<file path="config.mk">
export PLATFORM = sky130hd
export DESIGN_NAME = programCounter
export DESIGN_NICKNAME = d
export VERILOG_FILES = /design/src/design/cpuPkg.sv /design/src/design/programCounter.sv
export SDC_FILE = /design/constraint.sdc
export NUM_CORES = 1
export LEC_CHECK = 0
export ABC_AREA = 1
export BUFFER_PORTS_ARGS = -buffer_cell sky130_fd_sc_hd__buf_2
export CAP_MARGIN = 10
export CORE_MARGIN = 2
export CORE_UTILIZATION = 47
export DETAILED_ROUTE_END_ITERATION = 16
export PLACE_DENSITY = 0.82
export SETUP_SLACK_MARGIN = 0.02
export SYNTH_ARGS = -nofsm -noshare
export SYNTH_HDL_FRONTEND = slang
export SYNTH_SLANG_ARGS = --single-unit
export TNS_END_PERCENT = 50
</file>
<file path="constraint.sdc">
create_clock -name clk -period 2.2 [get_ports clk]
set_input_delay 0.11 -clock clk [delete_from_list [all_inputs] [get_ports clk]]
set_output_delay 0.11 -clock clk [all_outputs]
set_load 0.02 [all_outputs]
</file>
<file path="src/design/cpuPkg.sv">
package cpuPkg;

    localparam int dataWidth = 32;
    localparam int addrWidth = 24;
    localparam int regIndexWidth = 4;
    localparam int immWidth = 20;

    // codes 13 to 15 are free and run as no-operation
    typedef enum logic [3:0] {
        opAdd = 4'h0,
        opSub = 4'h1,
        opAnd = 4'h2,
        opOr = 4'h3,
        opXor = 4'h4,
        opShl = 4'h5,
        opShr = 4'h6,
        opSlt = 4'h7,
        opAddi = 4'h8,
        opLoad = 4'h9,
        opStore = 4'ha,
        opBeq = 4'hb,
        opHalt = 4'hc
    } opcodeT;

    typedef enum logic [2:0] {
        aluAdd = 3'd0,
        aluSub = 3'd1,
        aluAnd = 3'd2,
        aluOr = 3'd3,
        aluXor = 3'd4,
        aluShl = 3'd5,
        aluShr = 3'd6,
        aluSlt = 3'd7
    } aluOpT;

    typedef struct packed {
        opcodeT opcode;
        logic [regIndexWidth-1:0] rz;
        logic [regIndexWidth-1:0] rx;
        logic [regIndexWidth-1:0] ry;
        logic [15:0] unused;
    } rFormT;

    typedef struct packed {
        opcodeT opcode;
        logic [regIndexWidth-1:0] rz;
        logic [regIndexWidth-1:0] rx;
        logic signed [immWidth-1:0] imm;
    } iFormT;

    typedef union packed {
        rFormT rForm;
        iFormT iForm;
    } insnWordT;

    typedef enum logic [2:0] {
        stateIdle,
        stateFetch,
        stateDecode,
        stateExecute,
        stateMemory,
        stateWriteback,
        stateHalted
    } cpuStateT;

    typedef struct packed {
        logic write;
        logic [addrWidth-1:0] addr;
        logic [dataWidth-1:0] wdata;
    } loaderReqT;

endpackage

</file>
<file path="src/design/programCounter.sv">
`timescale 1ns/1ps

module programCounter #(
    parameter int memDepth = 4096
) (
    input  logic clk,
    input  logic rstN,
    input  logic clear,
    input  logic increment,
    input  logic load,
    input  logic [cpuPkg::addrWidth-1:0] target,
    output logic [cpuPkg::addrWidth-1:0] pc
);

    localparam int countWidth = $clog2(memDepth);

    // narrow counter so the wrap at memDepth comes for free
    logic [countWidth-1:0] count;

    always_ff @(posedge clk or negedge rstN) begin
        if (!rstN) begin
            count <= '0;
        end else if (clear) begin
            count <= '0;
        end else if (load) begin
            count <= target[countWidth-1:0];
        end else if (increment) begin
            count <= count + 1'b1;
        end
    end

    assign pc = cpuPkg::addrWidth'(count);

endmodule

</file>
==> summary.md <==
| Metric | Value |
|---|---|
| Global-route wire length before repair | 3.57 mm |
| Final setup TNS | 0 ps |
| RSZ-0062 raised after global routing | false |
| DR pass1 iterations | 4 |
| Io pins | 53 |
| Die ar. | 0.00244 mm^2 |
| Seq/Total Area, Yosys | 31.0% |
| Cell Int Power | 0.390 mW |
| Post-Syn Area | 967 um^2 |
| Antenna cells | 0 |
| Clock Pin Slew Worst Setup and Hold Paths | 80 ps |
| GRT met1 Usage | 21.0% |
| Req. time, crit path | 2350 ps |
| Place WS | 883 ps |
| Fin area | 0.00110 mm^2 |
| CTS buffer count | 3 |
| CTS max path bufs | 2 |
| Seq pwr share | 43.5% |
| Clock power frac | 30.7% |
| Layout area overhead | 14.2% |
| Leakage | 0.564 nW |
| Max-Cap Viols | 0 |
| Synth Register Bits | 12 |
| Grt met2 use | 35.1% |
| Reg with most FFs | count |
| Post-Route WL | 2.13 mm |
| Final period util | 60.6% |
| Critical-path maximum fanout | 5 |
| Total power | 0.599 mW |
| Fin. Hold Viols | 0 |
| Sw power | 0.210 mW |
| Slew headroom | 63.6% |
| Worst slew pin tran | 546 ps |
| Die Wd | 49.4 um |
| Fin nets | 201 |
| # DRC | 0 |
| DR vias/cell | 4.88 |
| FMAX | 750 MHz |
| Crit path arrival time | 1480 ps |
| Row count | 16 |
| Grt met3 use | 2.15% |
| Post-DR wirelength/cell | 10.8 um |
| Initial Utilization | 49.8% |
| Clk Latency, worst-skew pair | 280 ps |
| Post-CTS Resized | 0 |
| Number of port buffers | 28 |
| Clock Skews | 3.65 ps |
| Placement Cell Area | 0.00106 mm^2 |
| Share of layout cells above drive strength 1 | 24.7% |
| Die height | 49.4 um |
| Total track usage | 18.8% |
| Mean area per synthesized cell | 6.86 um^2 |
| Via count | 961 |
| Post-route ant nets | 0 |
| Logic gate share of total power | 25.8% |
| Clk root buf | clkbuf_4 |
| Non-filler cells, final | 197 |
| Mapped Cells | 141 |
| Grt peak-use layer | met2 |
| Post-synth top area share | 31.0% |
| Peak supply drop | 0.346 mV |
| Worst hold margin | 134 ps |
| Registers with the most flip-flops | count: 12 flops |
| Synth warn | 0 |
| Placed Cells | 192 |
| Worst setup EP type | flip-flop |
| Detail Placement HPWL | 1.57 mm |
| Final core occ | 56.9% |
| Status | finished, final reports clean |
| CORE AREA | 0.00194 mm^2 |
| Post-CTS Setup Repair Bufs | 0 |
| Min cycle time layout | 1330 ps |
| Max reg flops | 12 |
| Gr ovfl total | 0 |
| Clock Sinks | 12 |
| Unique masters post-synth | 25 |
| Sw Ratio | 35.0% |
| Initial antenna violation count | 0 |
| Largest net degree at the start of global routing | 20 |
| Setup violators final | 0 |
| Yosys top cell by area | dfrtp_1 |
| 1st-iter DRT viols | 18 |
| Gpl congestion | 0.821 |
| Vias in the first global route | 833 |
| CP Launch Type | flip-flop |
| Kind of critical path | reg2reg |
| CTS tree | done |
| Ranking of synthesized cells by area | dfrtp_1 (31%), nand2_1 (13%), nor2_1 (10%), buf_4 (9.3%), nand3_1 (6.2%) |
| H-tree depth | 1 |
| Setup ws final | 867 ps |
| Slew Limit Fails | 0 |
| Cell Pwr Density | 543 mW/mm^2 |
| Hold Crit Class | in2reg |
[worst paths after layout]
check / from / to / slack, ps / depth (start not counted)
min: target[0] / count[0]$_DFFE_PN0P_ / 130 / 3
max: count[0]$_DFFE_PN0P_ / count[2]$_DFFE_PN0P_ / 870 / 4
max in group asynchronous: rstN / count[2]$_DFFE_PN0P_ / 1750 / 2
min in group asynchronous: rstN / count[8]$_DFFE_PN0P_ / 230 / 2
min reg2reg: count[11]$_DFFE_PN0P_ / count[11]$_DFFE_PN0P_ / 540 / 2
max reg2reg: count[0]$_DFFE_PN0P_ / count[2]$_DFFE_PN0P_ / 870 / 4
[cell families (layout without fill, tap and decap cells)]
family / after synthesis / count (layout) / share of synthesized area (%)
AO/OA/AOI/OAI: 15 / 15 / 9.06
XOR/XNOR: 1 / 1 / 0.906
adder cells (fa/ha/maj): 1 / 1 / 1.29
buffers and inverters: 27 / 45 / 17.7
flip-flops: 12 / 12 / 31.0
other: 1 / 12 / 0.388
AND/OR/NAND/NOR: 84 / 84 / 39.6
[Yosys cell counts]
cell / count
a21oi_1: 2
buf_4: 12
buf_6: 3
conb_1: 1
dfrtp_1: 12
ha_1: 1
inv_1: 10
inv_2: 1
inv_4: 1
nand2_1: 34
nand2_2: 2
nand3_1: 12
nand3b_1: 2
nand4_1: 3
nor2_1: 26
nor2_2: 1
nor2_4: 2
nor3_4: 1
o21ai_0: 3
o21ai_1: 6
o21bai_2: 1
o22ai_1: 1
o31ai_1: 2
or2_2: 1
xor2_1: 1
[per-layer routing]
metal / vias up / wire length (um)
li1: 488 / -
met3: 7 / 68
met4: 0 / 60
met5: - / 0
met2: 19 / 1110
met1: 447 / 888
[area by class of cell]
cell class | count | area (um^2)
repair buffers | 29 | 150
clock buffers | 4 | 36.3
multi-input cells | 113 | 537
fillers | 199 | 837
inverters | 12 | 47.5
well taps | 27 | 33.8
flip-flops and latches | 12 | 300
[placed cells by master, fill, tap and decap left out]
| master | n |
|---|---|
| inv_4 | 1 |
| a21oi_1 | 2 |
| nand3_1 | 12 |
| o21ai_0 | 3 |
| nor2_4 | 2 |
| o21ai_1 | 6 |
| nand3b_1 | 2 |
| clkbuf_8 | 1 |
| ha_1 | 1 |
| buf_2 | 28 |
| nor2_2 | 1 |
| xor2_1 | 1 |
| nand4_1 | 3 |
| o31ai_1 | 2 |
| conb_1 | 12 |
| o22ai_1 | 1 |
| or2_2 | 1 |
| nand2_2 | 2 |
| dfrtp_1 | 12 |
| inv_2 | 1 |
| nor3_4 | 1 |
| dlygate4sd3_1 | 1 |
| clkbuf_4 | 3 |
| o21bai_2 | 1 |
| inv_1 | 10 |
| nor2_1 | 26 |
| nand2_1 | 34 |
[worst max-delay path, stage by stage (launching register included)]
cell and delay [ps]:
dfrtp_1 430, ha_1 250, or2_2 280, a21oi_1 150
o31ai_1 80
[power groups by stage]
stage | logic [mW] | clock network [mW] | registers [mW]
final | 0.155 | 0.184 | 0.261
after global placement | 0.149 | 0 | 0.264
after CTS | 0.156 | 0.185 | 0.261
after global routing | 0.171 | 0.199 | 0.265
after floorplan | 0.104 | 0 | 0.283
after detailed placement | 0.153 | 0 | 0.265
[what timing repair did]
action	4_1_cts	5_1_grt
setup endpoints to repair	0	0
hold buffers	1	0
endpoints found under the hold margin	12	0
Note: power is estimated with default switching activity, not from simulation.
