[src/design/cpuPkg.sv]
package cpuPkg;

    localparam int dataWidth = 32;
    localparam int addrWidth = 24;
    localparam int regIndexWidth = 4;
    localparam int immWidth = 20;

    // codes 13 to 15 are free and run as no-operation
    typedef enum logic [3:0] {
        opAdd = 4'h0,
        opSub = 4'h1,
        opAnd = 4'h2,
        opOr = 4'h3,
        opXor = 4'h4,
        opShl = 4'h5,
        opShr = 4'h6,
        opSlt = 4'h7,
        opAddi = 4'h8,
        opLoad = 4'h9,
        opStore = 4'ha,
        opBeq = 4'hb,
        opHalt = 4'hc
    } opcodeT;

    typedef enum logic [2:0] {
        aluAdd = 3'd0,
        aluSub = 3'd1,
        aluAnd = 3'd2,
        aluOr = 3'd3,
        aluXor = 3'd4,
        aluShl = 3'd5,
        aluShr = 3'd6,
        aluSlt = 3'd7
    } aluOpT;

    typedef struct packed {
        opcodeT opcode;
        logic [regIndexWidth-1:0] rz;
        logic [regIndexWidth-1:0] rx;
        logic [regIndexWidth-1:0] ry;
        logic [15:0] unused;
    } rFormT;

    typedef struct packed {
        opcodeT opcode;
        logic [regIndexWidth-1:0] rz;
        logic [regIndexWidth-1:0] rx;
        logic signed [immWidth-1:0] imm;
    } iFormT;

    typedef union packed {
        rFormT rForm;
        iFormT iForm;
    } insnWordT;

    typedef enum logic [2:0] {
        stateIdle,
        stateFetch,
        stateDecode,
        stateExecute,
        stateMemory,
        stateWriteback,
        stateHalted
    } cpuStateT;

    typedef struct packed {
        logic write;
        logic [addrWidth-1:0] addr;
        logic [dataWidth-1:0] wdata;
    } loaderReqT;

endpackage

[src/design/regFile.sv]
`timescale 1ns/1ps

module regFile (
    input  logic clk,
    input  logic rstN,
    input  logic writeEn,
    input  logic [cpuPkg::regIndexWidth-1:0] indexZ,
    input  logic [cpuPkg::regIndexWidth-1:0] indexX,
    input  logic [cpuPkg::regIndexWidth-1:0] indexY,
    input  logic [cpuPkg::dataWidth-1:0] writeData,
    output logic [cpuPkg::dataWidth-1:0] valueZ,
    output logic [cpuPkg::dataWidth-1:0] valueX,
    output logic [cpuPkg::dataWidth-1:0] valueY
);

    logic [cpuPkg::dataWidth-1:0] store [1 << cpuPkg::regIndexWidth];

    function automatic logic [cpuPkg::dataWidth-1:0] readPort(
        input logic [cpuPkg::regIndexWidth-1:0] index
    );
        return (index == '0) ? '0 : store[index]; // r0 is hardwired to zero
    endfunction

    always_ff @(posedge clk) begin
        if (writeEn && indexZ != '0) begin
            store[indexZ] <= writeData;
        end
    end

    always_ff @(posedge clk or negedge rstN) begin
        if (!rstN) begin
            valueZ <= '0;
            valueX <= '0;
            valueY <= '0;
        end else begin
            valueZ <= readPort(indexZ);
            valueX <= readPort(indexX);
            valueY <= readPort(indexY);
        end
    end

endmodule

[config.mk]
export PLATFORM = sky130hd
export DESIGN_NAME = regFile
export DESIGN_NICKNAME = d
export VERILOG_FILES = /design/src/design/cpuPkg.sv /design/src/design/regFile.sv
export SDC_FILE = /design/constraint.sdc
export NUM_CORES = 1
export LEC_CHECK = 0
export BUFFER_PORTS_ARGS = -buffer_cell sky130_fd_sc_hd__buf_4
export CORE_UTILIZATION = 60
export DETAILED_ROUTE_END_ITERATION = 10
export GPL_TIMING_DRIVEN = 0
export PLACE_DENSITY = 0.79
export SYNTH_ARGS = -nofsm -noshare
export SYNTH_HDL_FRONTEND = slang
export SYNTH_SLANG_ARGS = --single-unit
export TNS_END_PERCENT = 100
[constraint.sdc]
create_clock -name clk -period 1.89 [get_ports clk]
set_clock_uncertainty 0.15 [all_clocks]
set_input_delay 0.0945 -clock clk [delete_from_list [all_inputs] [get_ports clk]]
set_output_delay 0.0945 -clock clk [all_outputs]
set_load 0.05 [all_outputs]
==> summary.md <==
| Metric | Value |
|---|---|
| Core Rows | `just under 80` |
| Fraction of layout cells with a size suffix above 1 | `0.294` |
| CP required | `1.97 ns` |
| Number of I/O pins | `143` |
| Syn_area_per_cell | `about 16 um^2` |
| Final period util | `1.19` |
| Post-DP Area | `30500 um^2` |
| GP Congestion | `between 0.9 and 1` |
| Power Dens Cells | `just over 900 nW/um^2` |
| Warnings from Yosys | `0` |
| Fill count | `2898` |
| Synth top cells by count | `481 x edfxtp_1, 285 x mux2i_1, 196 x mux4_2` |
| Hold Slack | `-0.0674 ns` |
| Core Box Area | `46500 um^2` |
| Die Ht | `between 200 and 250 um` |
| Failing checks | `negative hold slack, negative setup slack` |
| FF+latch count, synth | `577` |
| Die Area | `47900 um^2` |
| DPL Wire Length | `58700 um` |
| First-pass GRT wire length | `131000 um` |
| H-tree depth | `2` |
| Final Max Tran Viols | `0` |
| Final instance area | `33200 um^2` |
| Peak VDD IR | `around 0.00081 V` |
| Post-Synthesis Cells | `1734` |
| Vias/cell | `7.59` |
| Global route overflow | `0` |
| Mapped Area | `28200 um^2` |
| Sinks on Clock Net | `~580` |
| Wire length per cell | `about 35 um` |
| DRT iter0 DRCs | `3239` |
| CP endpoint kind | `register` |
| Slew headroom | `0.0234` |
| Num CTS Buffers | `between 50 and 60` |
| Max Cap Viol | `0` |
| Unrepaired setup endpoints after global routing | `true` |
| Top_reg_cell synth | `edfxtp_1` |
| Critical path class | `input port to register` |
| Number of synthesized flops with an enable pin | `481` |
| Clock Path Buffers | `3` |
| Port Buf Inserts | `between 100 and 150` |
| Area growth syn-to-layout | `17.9%` |
| Via count | `20200` |
| Synth area leaders | `edfxtp_1 51%, mux4_2 16%, mux2i_1 10%, dfrtp_1 8.5%, o22ai_1 2.7%` |
| CP max FO | `32` |
| Worst skew pair latency | `approximately 0.63 ns` |
| Residual DRC | `0` |
| Fmax | `446 MHz` |
| Endpoints failing setup | `81` |
| Syn_nets | `1781` |
| Fin worst setup slack | `-0.351 ns` |
| Initial antenna violation count | `2` |
| CTS root buf | `clkbuf_16` |
| Reg-to-reg slack, setup | `0.03 ns` |
| Final core utilization | `0.715` |
| Vias in the first global route | `20100` |
| Worst setup SP type | `input port` |
| First-pass iteration count of the detailed router | `6` |
| CTS tree | `done` |
| Final hold viol count | `9` |
| Slew at the pin with the worst max-slew slack | `around 1.5 ns` |
| Seq/Total Area, Yosys | `0.598` |
| Area leader, netlist | `edfxtp_1` |
| Starting Density | `0.607` |
| Tot GR Track Use | `0.390` |
| Die Wd | `219 um` |
| Count leader, synth | `edfxtp_1` |
| Worst-path clk slew | `roughly 0.06 ns` |
| WP data arrival | `2.32 ns` |
| Status | `complete, but fails checks` |
| Routed WL | `92400 um` |
| Largest net degree at the start of global routing | `97` |
| Leak | `11.9 nW` |
| Final antenna-violating net count | `0` |
| Hold crit path type | `input port to register` |
| Async SR Flop Fraction | `0.166` |
| Netlist cell types | `32` |
| Synth top area share | `0.512` |
| Minimum clock period | `approximately 2.2 ns` |
| Final layout net count | `a little over 2000` |
[cells by family after synthesis]
logic type / share of synthesized area
AOI/OAI and AO/OA: 0.0782
buffers and inverters: 0.0279
DFF: 0.598
muxes: 0.272
other: 0.000133
and+or+nand+nor: 0.0245
[cells in the final DEF (no fill, tap or decap), types with 3 or more instances in the layout]
master / netlist / layout
a2111oi_0: 60 / 59
a21oi_1: 64 / 64
a221o_1: 31 / 31
a22oi_1: 31 / 31
buf_1: 3 / 3
buf_12: 0 / 15
buf_16: 0 / 12
buf_2: 61 / 57
buf_4: 20 / 161
buf_6: 7 / 5
bufinv_16: 0 / 7
clkbuf_1: 61 / 67
clkbuf_16: 0 / 62
clkbuf_8: 0 / 9
clkinv_1: 0 / 6
clkinv_2: 0 / 11
clkinv_4: 0 / 3
dfrtp_1: 96 / 96
dlygate4sd3_1: 0 / 39
edfxtp_1: 481 / 481
mux2_2: 35 / 35
mux2i_1: 285 / 285
mux4_2: 196 / 196
nand2_1: 11 / 9
nand2b_1: 10 / 9
nor2_1: 137 / 125
nor2_4: 0 / 14
nor3_4: 0 / 3
o21ai_0: 3 / 3
o22ai_1: 123 / 123
[flip-flops by register name, indices dropped and copies added (netlist names)]
name / cells
valueX: 32
valueZ: 32
valueY: 32
store: 481
[area by class of cell]
type	instances	area (um^2)	share of cell area
sequential	577	16800	0.507
multi-input combinational	1006	10700	0.323
timing repair buffer	203	2020	0.0609
clock buffer	79	1670	0.0504
buffer	153	860	0.0259
tap	607	759	0.0229
clock inverter	29	329	0.00990
antenna	2	5.00	0.000151
inverter	1	3.75	0.000113
[routing by layer]
| layer | wire length [um] | global-route usage | up-vias |
|---|---|---|---|
| li1 | - | - | 7755 |
| met1 | 31200 | 0.509 | 9951 |
| met2 | 42600 | 0.600 | 2056 |
| met3 | 13400 | 0.107 | 410 |
| met4 | 5230 | 0.209 | 0 |
| met5 | 0 | 0 | - |
[through the flow]
step	hold WS [ns]	power [mW]	setup TNS [ns]	std cells	worst slack [ns]
2_1_floorplan	-0.351	17.3	-60.53	1734	-0.367
3_3_place_gp	0.226	18.8	-615.53	2474	-1.89
3_5_place_dp	0.236	18.9	-372.97	2488	-1.11
4_1_cts	-0.0859	30.8	-14.94	2649	-0.268
5_1_grt	-0.0527	31.5	-20.58	2656	-0.353
6_report	-0.0674	31.0	-22.50	2657	-0.351
[what timing repair did]
action,4_1_cts,5_1_grt
endpoints found under the setup margin,296,116
setup buffers,13,2
cloned,2,1
resized for setup,15,4
pin swaps,11,2
hold buffers,38,1
endpoints found under the hold margin,598,58
[critical path: stages]
cell and delay, ns:
buf_12 0.11, buf_12 0.15, clkbuf_16 0.17, nand3b_1 0.48, nor2_4 1.27
[power breakdown]
group | internal [mW] | total, mW | switching [mW]
Combinational | 1.55 | 4.41 | 2.86
Sequential | 14.2 | 14.5 | 0.221
Clock | 7.13 | 12.1 | 4.95
[worst paths after layout]
check,start,end,cells after the start
max,indexZ[3],store[10][10],5
min reg2reg,store[2][9],valueX[9],2
min,writeEn,store[12][6],3
max reg2reg,store[3][25],valueX[25],4
min in group asynchronous,rstN,valueZ[6],3
max in group asynchronous,rstN,valueY[29],4
Note: power is estimated with default switching activity, not from simulation.
