--- config.mk ---
export PLATFORM = sky130hd
export DESIGN_NAME = alu
export DESIGN_NICKNAME = d
export VERILOG_FILES = /design/src/design/cpuPkg.sv /design/src/design/alu.sv
export SDC_FILE = /design/constraint.sdc
export NUM_CORES = 1
export LEC_CHECK = 0
export BUFFER_PORTS_ARGS = -buffer_cell sky130_fd_sc_hd__buf_2
export CELL_PAD_IN_SITES_DETAIL_PLACEMENT = 0
export CELL_PAD_IN_SITES_GLOBAL_PLACEMENT = 1
export CORE_AREA = 2 2 138 140
export DETAILED_ROUTE_END_ITERATION = 10
export DIE_AREA = 0 0 140 142
export PLACE_DENSITY_LB_ADDON = 0.1
export REMOVE_ABC_BUFFERS = 1
export SLEW_MARGIN = 20
export SYNTH_ARGS = -nofsm -noshare
export SYNTH_HDL_FRONTEND = slang
export SYNTH_SLANG_ARGS = --single-unit
--- constraint.sdc ---
create_clock -name vclk -period 4.7
set_input_delay 0.235 -clock vclk [all_inputs]
set_output_delay 0.235 -clock vclk [all_outputs]
set_load 0.1 [all_outputs]
--- src/design/cpuPkg.sv ---
package cpuPkg;

    localparam int dataWidth = 32;
    localparam int addrWidth = 24;
    localparam int regIndexWidth = 4;
    localparam int immWidth = 20;

    // codes 13 to 15 are free and run as no-operation
    typedef enum logic [3:0] {
        opAdd = 4'h0,
        opSub = 4'h1,
        opAnd = 4'h2,
        opOr = 4'h3,
        opXor = 4'h4,
        opShl = 4'h5,
        opShr = 4'h6,
        opSlt = 4'h7,
        opAddi = 4'h8,
        opLoad = 4'h9,
        opStore = 4'ha,
        opBeq = 4'hb,
        opHalt = 4'hc
    } opcodeT;

    typedef enum logic [2:0] {
        aluAdd = 3'd0,
        aluSub = 3'd1,
        aluAnd = 3'd2,
        aluOr = 3'd3,
        aluXor = 3'd4,
        aluShl = 3'd5,
        aluShr = 3'd6,
        aluSlt = 3'd7
    } aluOpT;

    typedef struct packed {
        opcodeT opcode;
        logic [regIndexWidth-1:0] rz;
        logic [regIndexWidth-1:0] rx;
        logic [regIndexWidth-1:0] ry;
        logic [15:0] unused;
    } rFormT;

    typedef struct packed {
        opcodeT opcode;
        logic [regIndexWidth-1:0] rz;
        logic [regIndexWidth-1:0] rx;
        logic signed [immWidth-1:0] imm;
    } iFormT;

    typedef union packed {
        rFormT rForm;
        iFormT iForm;
    } insnWordT;

    typedef enum logic [2:0] {
        stateIdle,
        stateFetch,
        stateDecode,
        stateExecute,
        stateMemory,
        stateWriteback,
        stateHalted
    } cpuStateT;

    typedef struct packed {
        logic write;
        logic [addrWidth-1:0] addr;
        logic [dataWidth-1:0] wdata;
    } loaderReqT;

endpackage

--- src/design/alu.sv ---
`timescale 1ns/1ps

module alu (
    input  cpuPkg::aluOpT op,
    input  logic [cpuPkg::dataWidth-1:0] a,
    input  logic [cpuPkg::dataWidth-1:0] b,
    output logic [cpuPkg::dataWidth-1:0] result,
    output logic equal
);

    localparam int shiftWidth = $clog2(cpuPkg::dataWidth);

    logic [shiftWidth-1:0] shamt;
    logic less;

    assign shamt = b[shiftWidth-1:0];
    assign less = $signed(a) < $signed(b);

    always_comb begin
        case (op)
            cpuPkg::aluAdd: result = a + b;
            cpuPkg::aluSub: result = a - b;
            cpuPkg::aluAnd: result = a & b;
            cpuPkg::aluOr: result = a | b;
            cpuPkg::aluXor: result = a ^ b;
            cpuPkg::aluShl: result = a << shamt;
            cpuPkg::aluShr: result = a >> shamt; // logical, zero fill
            cpuPkg::aluSlt: result = {{(cpuPkg::dataWidth - 1){1'b0}}, less};
            default: result = '0;
        endcase
    end

    // branch compare, independent of op
    assign equal = (a == b);

endmodule

==> flow_metrics.py, run 1 <==
metrics = {
    "critical_path": {
        "start_kind": "input port",
        "worstPathCellList": "buf_2 -> inv_1 -> ha_1 -> a21oi_1 -> o22ai_1 -> o31a_1 -> nor3_1 -> nor4_1 -> o21ai_0 -> a21o_1 -> o221ai_1 -> buf_12",
        "crit_slowest_cell": "o21ai_0",
        "cp_num_buf_inv": 3,
        "slowest_delay_ns": 0.62,
        "required_ns": 4.47,
        "cp.arrival_ns": 3.90,
        "end_kind": "primary output",
        "path_delay_family": "compound AO/OA/AOI/OAI gates",
        "worstPathMaxFanout": 10,
        "critical_path_class": "in -> out",
    },
    "die": {
        "die_y_um": 142,
        "ios": 100,
        "fp-row-count": 50,
        "die_area_um2": 19880,
        "die_w_um": 140,
        "core_area_um2": 18460,
        "start_util_pct": 43.38,
    },
    "finish": {
        "clock_buffers": 0,
        "utilization_pct": 48.93,
        "antenna_cells": 0,
        "drive_gt1_share_pct": 14.15,
        "final_common_cell": "nor2_1",
        "final_cell_mix": "nor2_1, a21oi_1, nand2_1, ha_1, inv_1",
        "instances_no_fill": 1506,
        "area_growth_pct": 12.78,
        "register_area_um2": 0,
        "final_area_um2": 9030,
        "fin_nets": 1440,
        "flops_and_latches": 0,
    },
    "power": {
        "internal-power_mw": 0.5146,
        "clkPwrFrac_pct": 0,
        "power_frac_seq_pct": 0,
        "p_leak_nw": 4.052,
        "vdd_ir_drop_max_mv": 0.1635,
        "switching_share_pct": 67.93,
        "switchingPower_mw": 1.090,
        "p_per_area_nw_per_um2": 177.7,
        "power_mw": 1.605,
        "p_comb_share_pct": 100.0,
    },
    "timing": {
        "fin_crit_sh_pct": 87.89,
        "rsz0062_at_grt": "false",
        "slew_viol_final": 0,
        "fmax_mhz": 242.1,
        "min_period_ns": 4.131,
        "tightest_slew_ns": 1.058,
        "fin_tns_setup_ns": 0,
        "setup_viol": 0,
        "hold_violations": 0,
        "relSlewSlack_pct": 28.90,
    },
    "global_route": {
        "grt_pass1_vias": 9242,
        "grt_pass1_wl_um": 57140,
        "track_usage_pct": 37.08,
        "grt_max_degree": 71,
        "grt.overflow.total": 0,
        "antenna_found_initial": 2,
    },
    "logic_synthesis": {
        "syn_area_um2": 8006,
        "yosysWarnings": 0,
        "yosysUniqueCellTypes": 76,
        "syn-instance-count": 1235,
        "synth_seq_area_share_pct": 0,
        "avgSynthCellArea_um2": 6.483,
    },
    "detailed_routing": {
        "routed-via-count": 10050,
        "ant_nets": 0,
        "drc": 4,
        "vias_per_cell": 6.676,
        "drt_wl_total_um": 38100,
        "drtIter0Drc": 1336,
        "drt-pass1-iter-count": 11,
        "wire_per_inst_um": 25.30,
    },
    "place": {
        "gp_congestion": 1.004,
        "dp.cells": 1506,
        "dpl.hpwl_um": 29810,
        "portBuffers": 100,
        "placed_cell_area_um2": 9030,
    },
    "status": {
        "outcome": "complete, but fails checks",
        "violations": "DRC",
    },
    "hold_path": {
        "hold_class": "in -> out",
    },
    "clocking": {
        "post_cts_buffers": 0,
        "cts_hold_buf": 0,
        "cts_resized": 0,
    },
    "job": {
        "max_cap_viol_count": 0,
    },
}
## final timing paths
check / startpoint / end / slack, ns / cells past startpoint
min: b[31] / result[0] / 1.22 / 6
max: a[11] / result[0] / 0.57 / 12
## per-stage QoR
step	hold slack, ns	setup WS (ns)
floorplan	0.9185	-0.4252
global placement	1.223	0.7180
detailed placement	1.221	0.7050
CTS	1.222	0.7046
global route	1.262	0.4394
finish	1.221	0.5690
## Yosys cell counts (6+ instances only)
| cell type | count | area share (%) |
|---|---|---|
| a211o_1 | 8 | 0.88 |
| a211oi_1 | 17 | 1.6 |
| a21o_1 | 10 | 0.94 |
| a21oi_1 | 140 | 8.8 |
| a221o_1 | 6 | 0.75 |
| a221oi_1 | 10 | 1.1 |
| a222oi_1 | 18 | 2.3 |
| a22oi_1 | 15 | 1.4 |
| a31oi_1 | 10 | 0.78 |
| buf_1 | 14 | 0.66 |
| buf_2 | 13 | 0.81 |
| clkbuf_1 | 64 | 3.0 |
| ha_1 | 97 | 15 |
| inv_1 | 89 | 4.2 |
| inv_2 | 13 | 0.61 |
| mux2_2 | 9 | 1.3 |
| mux2i_1 | 74 | 9.3 |
| mux4_2 | 17 | 4.8 |
| nand2_1 | 98 | 4.6 |
| nand2b_1 | 6 | 0.47 |
| nand3_1 | 26 | 1.6 |
| nor2_1 | 162 | 7.6 |
| nor3_1 | 24 | 1.5 |
| nor4_1 | 12 | 0.94 |
| o211ai_1 | 21 | 2.0 |
| o21a_1 | 6 | 0.56 |
| o21ai_0 | 76 | 4.8 |
| o21ai_1 | 28 | 1.8 |
| o21bai_1 | 9 | 0.84 |
| o22ai_1 | 14 | 1.1 |
| o31ai_1 | 7 | 0.66 |
| or3_1 | 12 | 0.94 |
| xnor2_1 | 15 | 1.6 |
| xor2_1 | 6 | 0.66 |
## final cells by class
cell class                      instances  area (µm²)
Inverter                              103       386.6
Multi-Input combinational cell       1039        7247
Tap cell                              234       292.8
Fill cell                            1952        9425
Timing Repair Buffer                  130        1104
## cells by family (layout without fill, tap and decap cells)
family	Yosys count	count (layout)	share of synthesized area, %
muxes	103	103	15.72
adders and majority gates	99	99	15.66
AOI/OAI and AO/OA	450	450	36.88
and+or+nand+nor	366	366	19.86
buffers and inverters	196	233	9.580
xor gates and xnor gates	21	21	2.297
## power by group through the flow
stage          logic (mW)  registers [mW]  clock network, mW
6_report             1.60               0                  0
5_1_grt              1.69               0                  0
4_1_cts              1.57               0                  0
3_5_place_dp         1.56               0                  0
3_3_place_gp         1.57               0                  0
2_1_floorplan       0.997               0                  0
## metal layers
layer  share of wire (%)  GRT usage [%]  vias up
li1                    -              -     4620
met1                  43          53.11     4777
met2                  43          57.07      578
met3                  11          6.629       77
met4                 3.5          10.42        2
met5               0.026              0        -
(Power assumes the default switching activity.)
==> run 2: changes to the inputs <==
- CORE_AREA: 2 2 138 140 -> 2 2 145 147
- DIE_AREA: 0 0 140 142 -> 0 0 147 149
- clock period: 4.7 -> 3.74 ns (I/O delays scaled with it)
==> run 2 against run 1 <==
The flow now finishes without violations. Via count increased by 2.5%. Wire length rose by 4.3%. Hold slack worse by 0.18 ns. Setup slack got worse by 0.45 ns. Critical endpoint unchanged.
==> flow_metrics.py, run 2 (same netlist as run 1, synthesis figures left out) <==
metrics = {
    "status": {
        "outcome": "completed",
    },
    "critical_path": {
        "worstPathCellList": "buf_4 -> buf_4 -> ha_1 -> fa_1 -> o21bai_1 -> a21oi_1 -> o211ai_1 -> a21oi_2 -> nor3_1 -> buf_4 -> nor4_1 -> o21ai_0 -> buf_4 -> a21o_1 -> o221ai_1 -> buf_12",
        "end_kind": "primary output",
        "cp.arrival_ns": 3.44,
        "crit_slowest_cell": "a21oi_2",
        "worstPathMaxFanout": 5,
        "crit_top_cell": "buf_4",
        "critical_path_class": "in -> out",
        "required_ns": 3.55,
        "start_kind": "input port",
        "slowest_delay_ns": 0.42,
    },
    "clocking": {
        "post_cts_buffers": 0,
        "cts_hold_buf": 0,
    },
    "finish": {
        "clock_buffers": 0,
        "register_area_um2": 0,
        "final_common_cell": "nor2_1",
        "antenna_cells": 0,
        "fin_nets": 1488,
        "flops_and_latches": 0,
        "final_cell_mix": "nor2_1, a21oi_1, nand2_1, ha_1, inv_1",
        "area_growth_pct": 19.28,
        "instances_no_fill": 1595,
        "drive_gt1_share_pct": 17.50,
    },
    "detailed_routing": {
        "drtIter0Drc": 1202,
        "wire_per_inst_um": 24.91,
        "ant_nets": 0,
        "routed-via-count": 10310,
        "drc": 0,
        "drt-pass1-iter-count": 8,
        "drt_wl_total_um": 39730,
        "vias_per_cell": 6.463,
    },
    "place": {
        "dpl.hpwl_um": 31630,
        "gp_congestion": 0.9833,
        "portBuffers": 100,
        "dp.cells": 1595,
    },
    "job": {
        "max_cap_viol_count": 0,
    },
    "die": {
        "core_area_um2": 20560,
        "fp-row-count": 53,
        "die_y_um": 149,
        "die_w_um": 147,
        "start_util_pct": 38.95,
        "ios": 100,
        "die_area_um2": 21900,
    },
    "timing": {
        "setup_viol": 0,
        "tightest_slew_ns": 0.9842,
        "fmax_mhz": 275.9,
        "rsz0062_at_grt": "false",
        "fin_tns_setup_ns": 0,
        "relSlewSlack_pct": 33.82,
        "hold_slack_ns": 1.044,
        "min_period_ns": 3.625,
        "hold_violations": 0,
        "slew_viol_final": 0,
        "fin_crit_sh_pct": 96.92,
    },
    "power": {
        "vdd_ir_drop_max_mv": 0.1805,
        "p_per_area_nw_per_um2": 221.2,
        "power_mw": 2.113,
        "p_leak_nw": 4.318,
    },
    "global_route": {
        "grt_max_degree": 68,
        "grt_pass1_vias": 9609,
        "antenna_found_initial": 2,
        "grt_pass1_wl_um": 59800,
        "grt.overflow.total": 0,
        "track_usage_pct": 35.16,
    },
    "hold_path": {
        "hold_class": "in -> out",
    },
}
[run 2: worst paths after layout]
check,from,end,slack (ns),cells past startpoint
max,b[0],result[0],0.12,16
min,b[1],result[1],1.04,5
[run 2: critical path: cells and delay by family]
| kind | cells | cell delay [ns] |
|---|---|---|
| compound gates | 7 | 1.45 |
| simple gates | 2 | 0.52 |
| buf+inv | 5 | 0.82 |
| fa+ha+maj | 2 | 0.45 |
[run 2: routing by layer]
layer / GRT usage [%] / up-vias / wire (µm)
li1: - / 4722 / -
met1: 49.04 / 4860 / 16380
met2: 54.39 / 612 / 17250
met3: 6.208 / 115 / 4323
met4: 12.74 / 0 / 1779
met5: 0 / - / 0
[run 2: metrics by stage]
| step | worst slack (ns) | util [%] | instance area (µm²) |
|---|---|---|---|
| global route | 0.01283 | 46.46 | 9550 |
| CTS | 0.02011 | 46.35 | 9529 |
| global placement | 0.1158 | 46.35 | 9529 |
| detailed placement | 0.04525 | 46.35 | 9529 |
| finish | 0.1154 | 46.46 | 9550 |
| floorplan | -1.289 | - | 7626 |
[run 2: power by group]
part           switching, mW  internal, mW  total (mW)
Sequential                 0             0           0
Combinational           1.40         0.714        2.11
Clock                      0             0           0
[run 2: what timing repair did]
action	CTS	global route
hold endpoints to repair	0	0
resized for setup	0	6
setup endpoints to repair	0	5
[run 2: layout make-up]
class	count	area (µm²)
Inverter	103	386.6
Multi-Input combinational cell	1039	7262
Timing Repair Buffer	178	1558
Fill cell	2226	11010
Tap cell	275	344.1
==> run 3: changes to the inputs <==
- BUFFER_PORTS_ARGS: -buffer_cell sky130_fd_sc_hd__buf_2 -> not set
- CORE_AREA: 2 2 145 147 -> 2 2 138 140
- DIE_AREA: 0 0 147 149 -> 0 0 140 142
- DONT_BUFFER_PORTS: not set -> 1
==> run 3 against run 2 <==
The run now ends with DRC left. Hold slack worse by 0.28 ns. Fmax is 0.91% higher. Critical path depth is 3 lower. Final cell count is 9.4% lower. Setup slack better by 0.033 ns. Global-route usage is 0.51 points lower. Cell area is 6.3% lower.
==> flow_metrics.py, run 3 (same netlist as run 1, synthesis figures left out) <==
metrics = {
    "place": {
        "gp_congestion": 1.060,
        "dpl.hpwl_um": 28200,
        "dp.cells": 1444,
        "place_ws_ns": 0.1872,
        "portBuffers": 0,
    },
    "die": {
        "core_area_um2": 18460,
        "die_w_um": 140,
        "ios": 100,
        "fp-row-count": 50,
        "start_util_pct": 43.38,
        "die_y_um": 142,
        "die_area_um2": 19880,
    },
    "timing": {
        "fmax_mhz": 278.4,
        "rsz0062_at_grt": "false",
        "setup_viol": 0,
        "fin_crit_sh_pct": 96.04,
        "setup_ws_ns": 0.1482,
        "relSlewSlack_pct": 33.22,
        "slew_viol_final": 0,
        "min_period_ns": 3.592,
        "tightest_slew_ns": 0.9963,
        "hold_violations": 0,
    },
    "job": {
        "max_cap_viol_count": 0,
    },
    "critical_path": {
        "cp.arrival_ns": 3.40,
        "worstPathMaxFanout": 81,
        "critical_path_class": "in -> out",
        "end_kind": "primary output",
        "slowest_delay_ns": 0.53,
        "start_kind": "input port",
        "worstPathCellList": "ha_1 -> inv_1 -> fa_1 -> nor2b_1 -> o31ai_1 -> a21boi_2 -> o2bb2ai_1 -> a211oi_1 -> o41ai_1 -> a22oi_1 -> xor2_1 -> o211ai_1 -> buf_16",
        "crit_slowest_cell": "o41ai_1",
        "required_ns": 3.55,
    },
    "global_route": {
        "grt_max_degree": 94,
        "grt.overflow.total": 0,
        "grt_pass1_wl_um": 54300,
        "grt_pass1_vias": 9025,
        "track_usage_pct": 34.64,
        "antenna_found_initial": 0,
    },
    "detailed_routing": {
        "routed-via-count": 9807,
        "drt-pass1-iter-count": 11,
        "wire_per_inst_um": 25.07,
        "drtIter0Drc": 1402,
        "vias_per_cell": 6.787,
        "ant_nets": 0,
        "drt_wl_total_um": 36220,
        "drc": 8,
    },
    "hold_path": {
        "min_from": "op[2]",
        "hold_depth": 3,
        "hold_class": "in -> out",
        "whs_endpoint": "result[0]",
    },
    "finish": {
        "area_growth_pct": 11.75,
        "drive_gt1_share_pct": 10.99,
        "fin_nets": 1378,
        "instances_no_fill": 1445,
        "flops_and_latches": 0,
        "register_area_um2": 0,
        "nFillCells": 1934,
        "final_common_cell": "nor2_1",
        "final_cell_mix": "nor2_1, a21oi_1, nand2_1, ha_1, inv_1",
        "clock_buffers": 0,
        "multi_input_area_um2": 7337,
    },
    "status": {
        "violations": "DRC",
        "outcome": "complete, but fails checks",
    },
}
## run 3: area by class of cell
cell class / count / area share (%)
multi-input combinational: 1039 / 82.00
timing repair buffer: 68 / 10.38
inverter: 103 / 4.321
tap: 234 / 3.272
antenna: 1 / 0.02797
## run 3: worst max path at each step
stage | from | to | slack [ns] | cells after the start
floorplan | b[3] | result[23] | -1.29 | 10
global placement | a[1] | result[29] | 0.26 | 12
detailed placement | b[0] | result[26] | 0.19 | 13
CTS | b[0] | result[26] | 0.16 | 13
global route | b[0] | result[26] | 0.009 | 13
finish | b[0] | result[26] | 0.15 | 13
## run 3: timing repair
action / 4_1_cts / 5_1_grt
hold buffers: 0 / 0
resized for setup: 0 / 2
endpoints found under the setup margin: 0 / 3
buffers inserted: 0 / 0
## run 3: worst max-delay path: cells and delay by family
| family | cells | cell delay (ns) |
|---|---|---|
| and+or+nand+nor | 1 | 0.19 |
| adders and majority gates | 2 | 0.60 |
| xor gates and xnor gates | 1 | 0.17 |
| AOI/OAI and AO/OA | 7 | 1.94 |
| buffers and inverters | 2 | 0.29 |
## run 3: per-stage QoR
| step | utilization (%) | cell area (µm²) | setup TNS, ns | hold WS, ns |
|---|---|---|---|---|
| 6_report | 48.48 | 8947 | 0 | 0.7655 |
| 5_1_grt | 48.47 | 8945 | 0 | 0.7879 |
| 2_1_floorplan | - | 7626 | -9.139 | 0.8225 |
| 3_5_place_dp | 48.43 | 8937 | 0 | 0.7733 |
| 3_3_place_gp | 48.43 | 8937 | 0 | 0.7812 |
| 4_1_cts | 48.43 | 8937 | 0 | 0.7768 |
## run 3: metal layers
layer | wire, µm | global-route usage [%] | share of wire (%)
met1 | 15560 | 49.94 | 43
met2 | 15790 | 54.34 | 44
met3 | 3839 | 4.845 | 11
met4 | 1032 | 8.878 | 2.8
met5 | 0 | 0 | 0
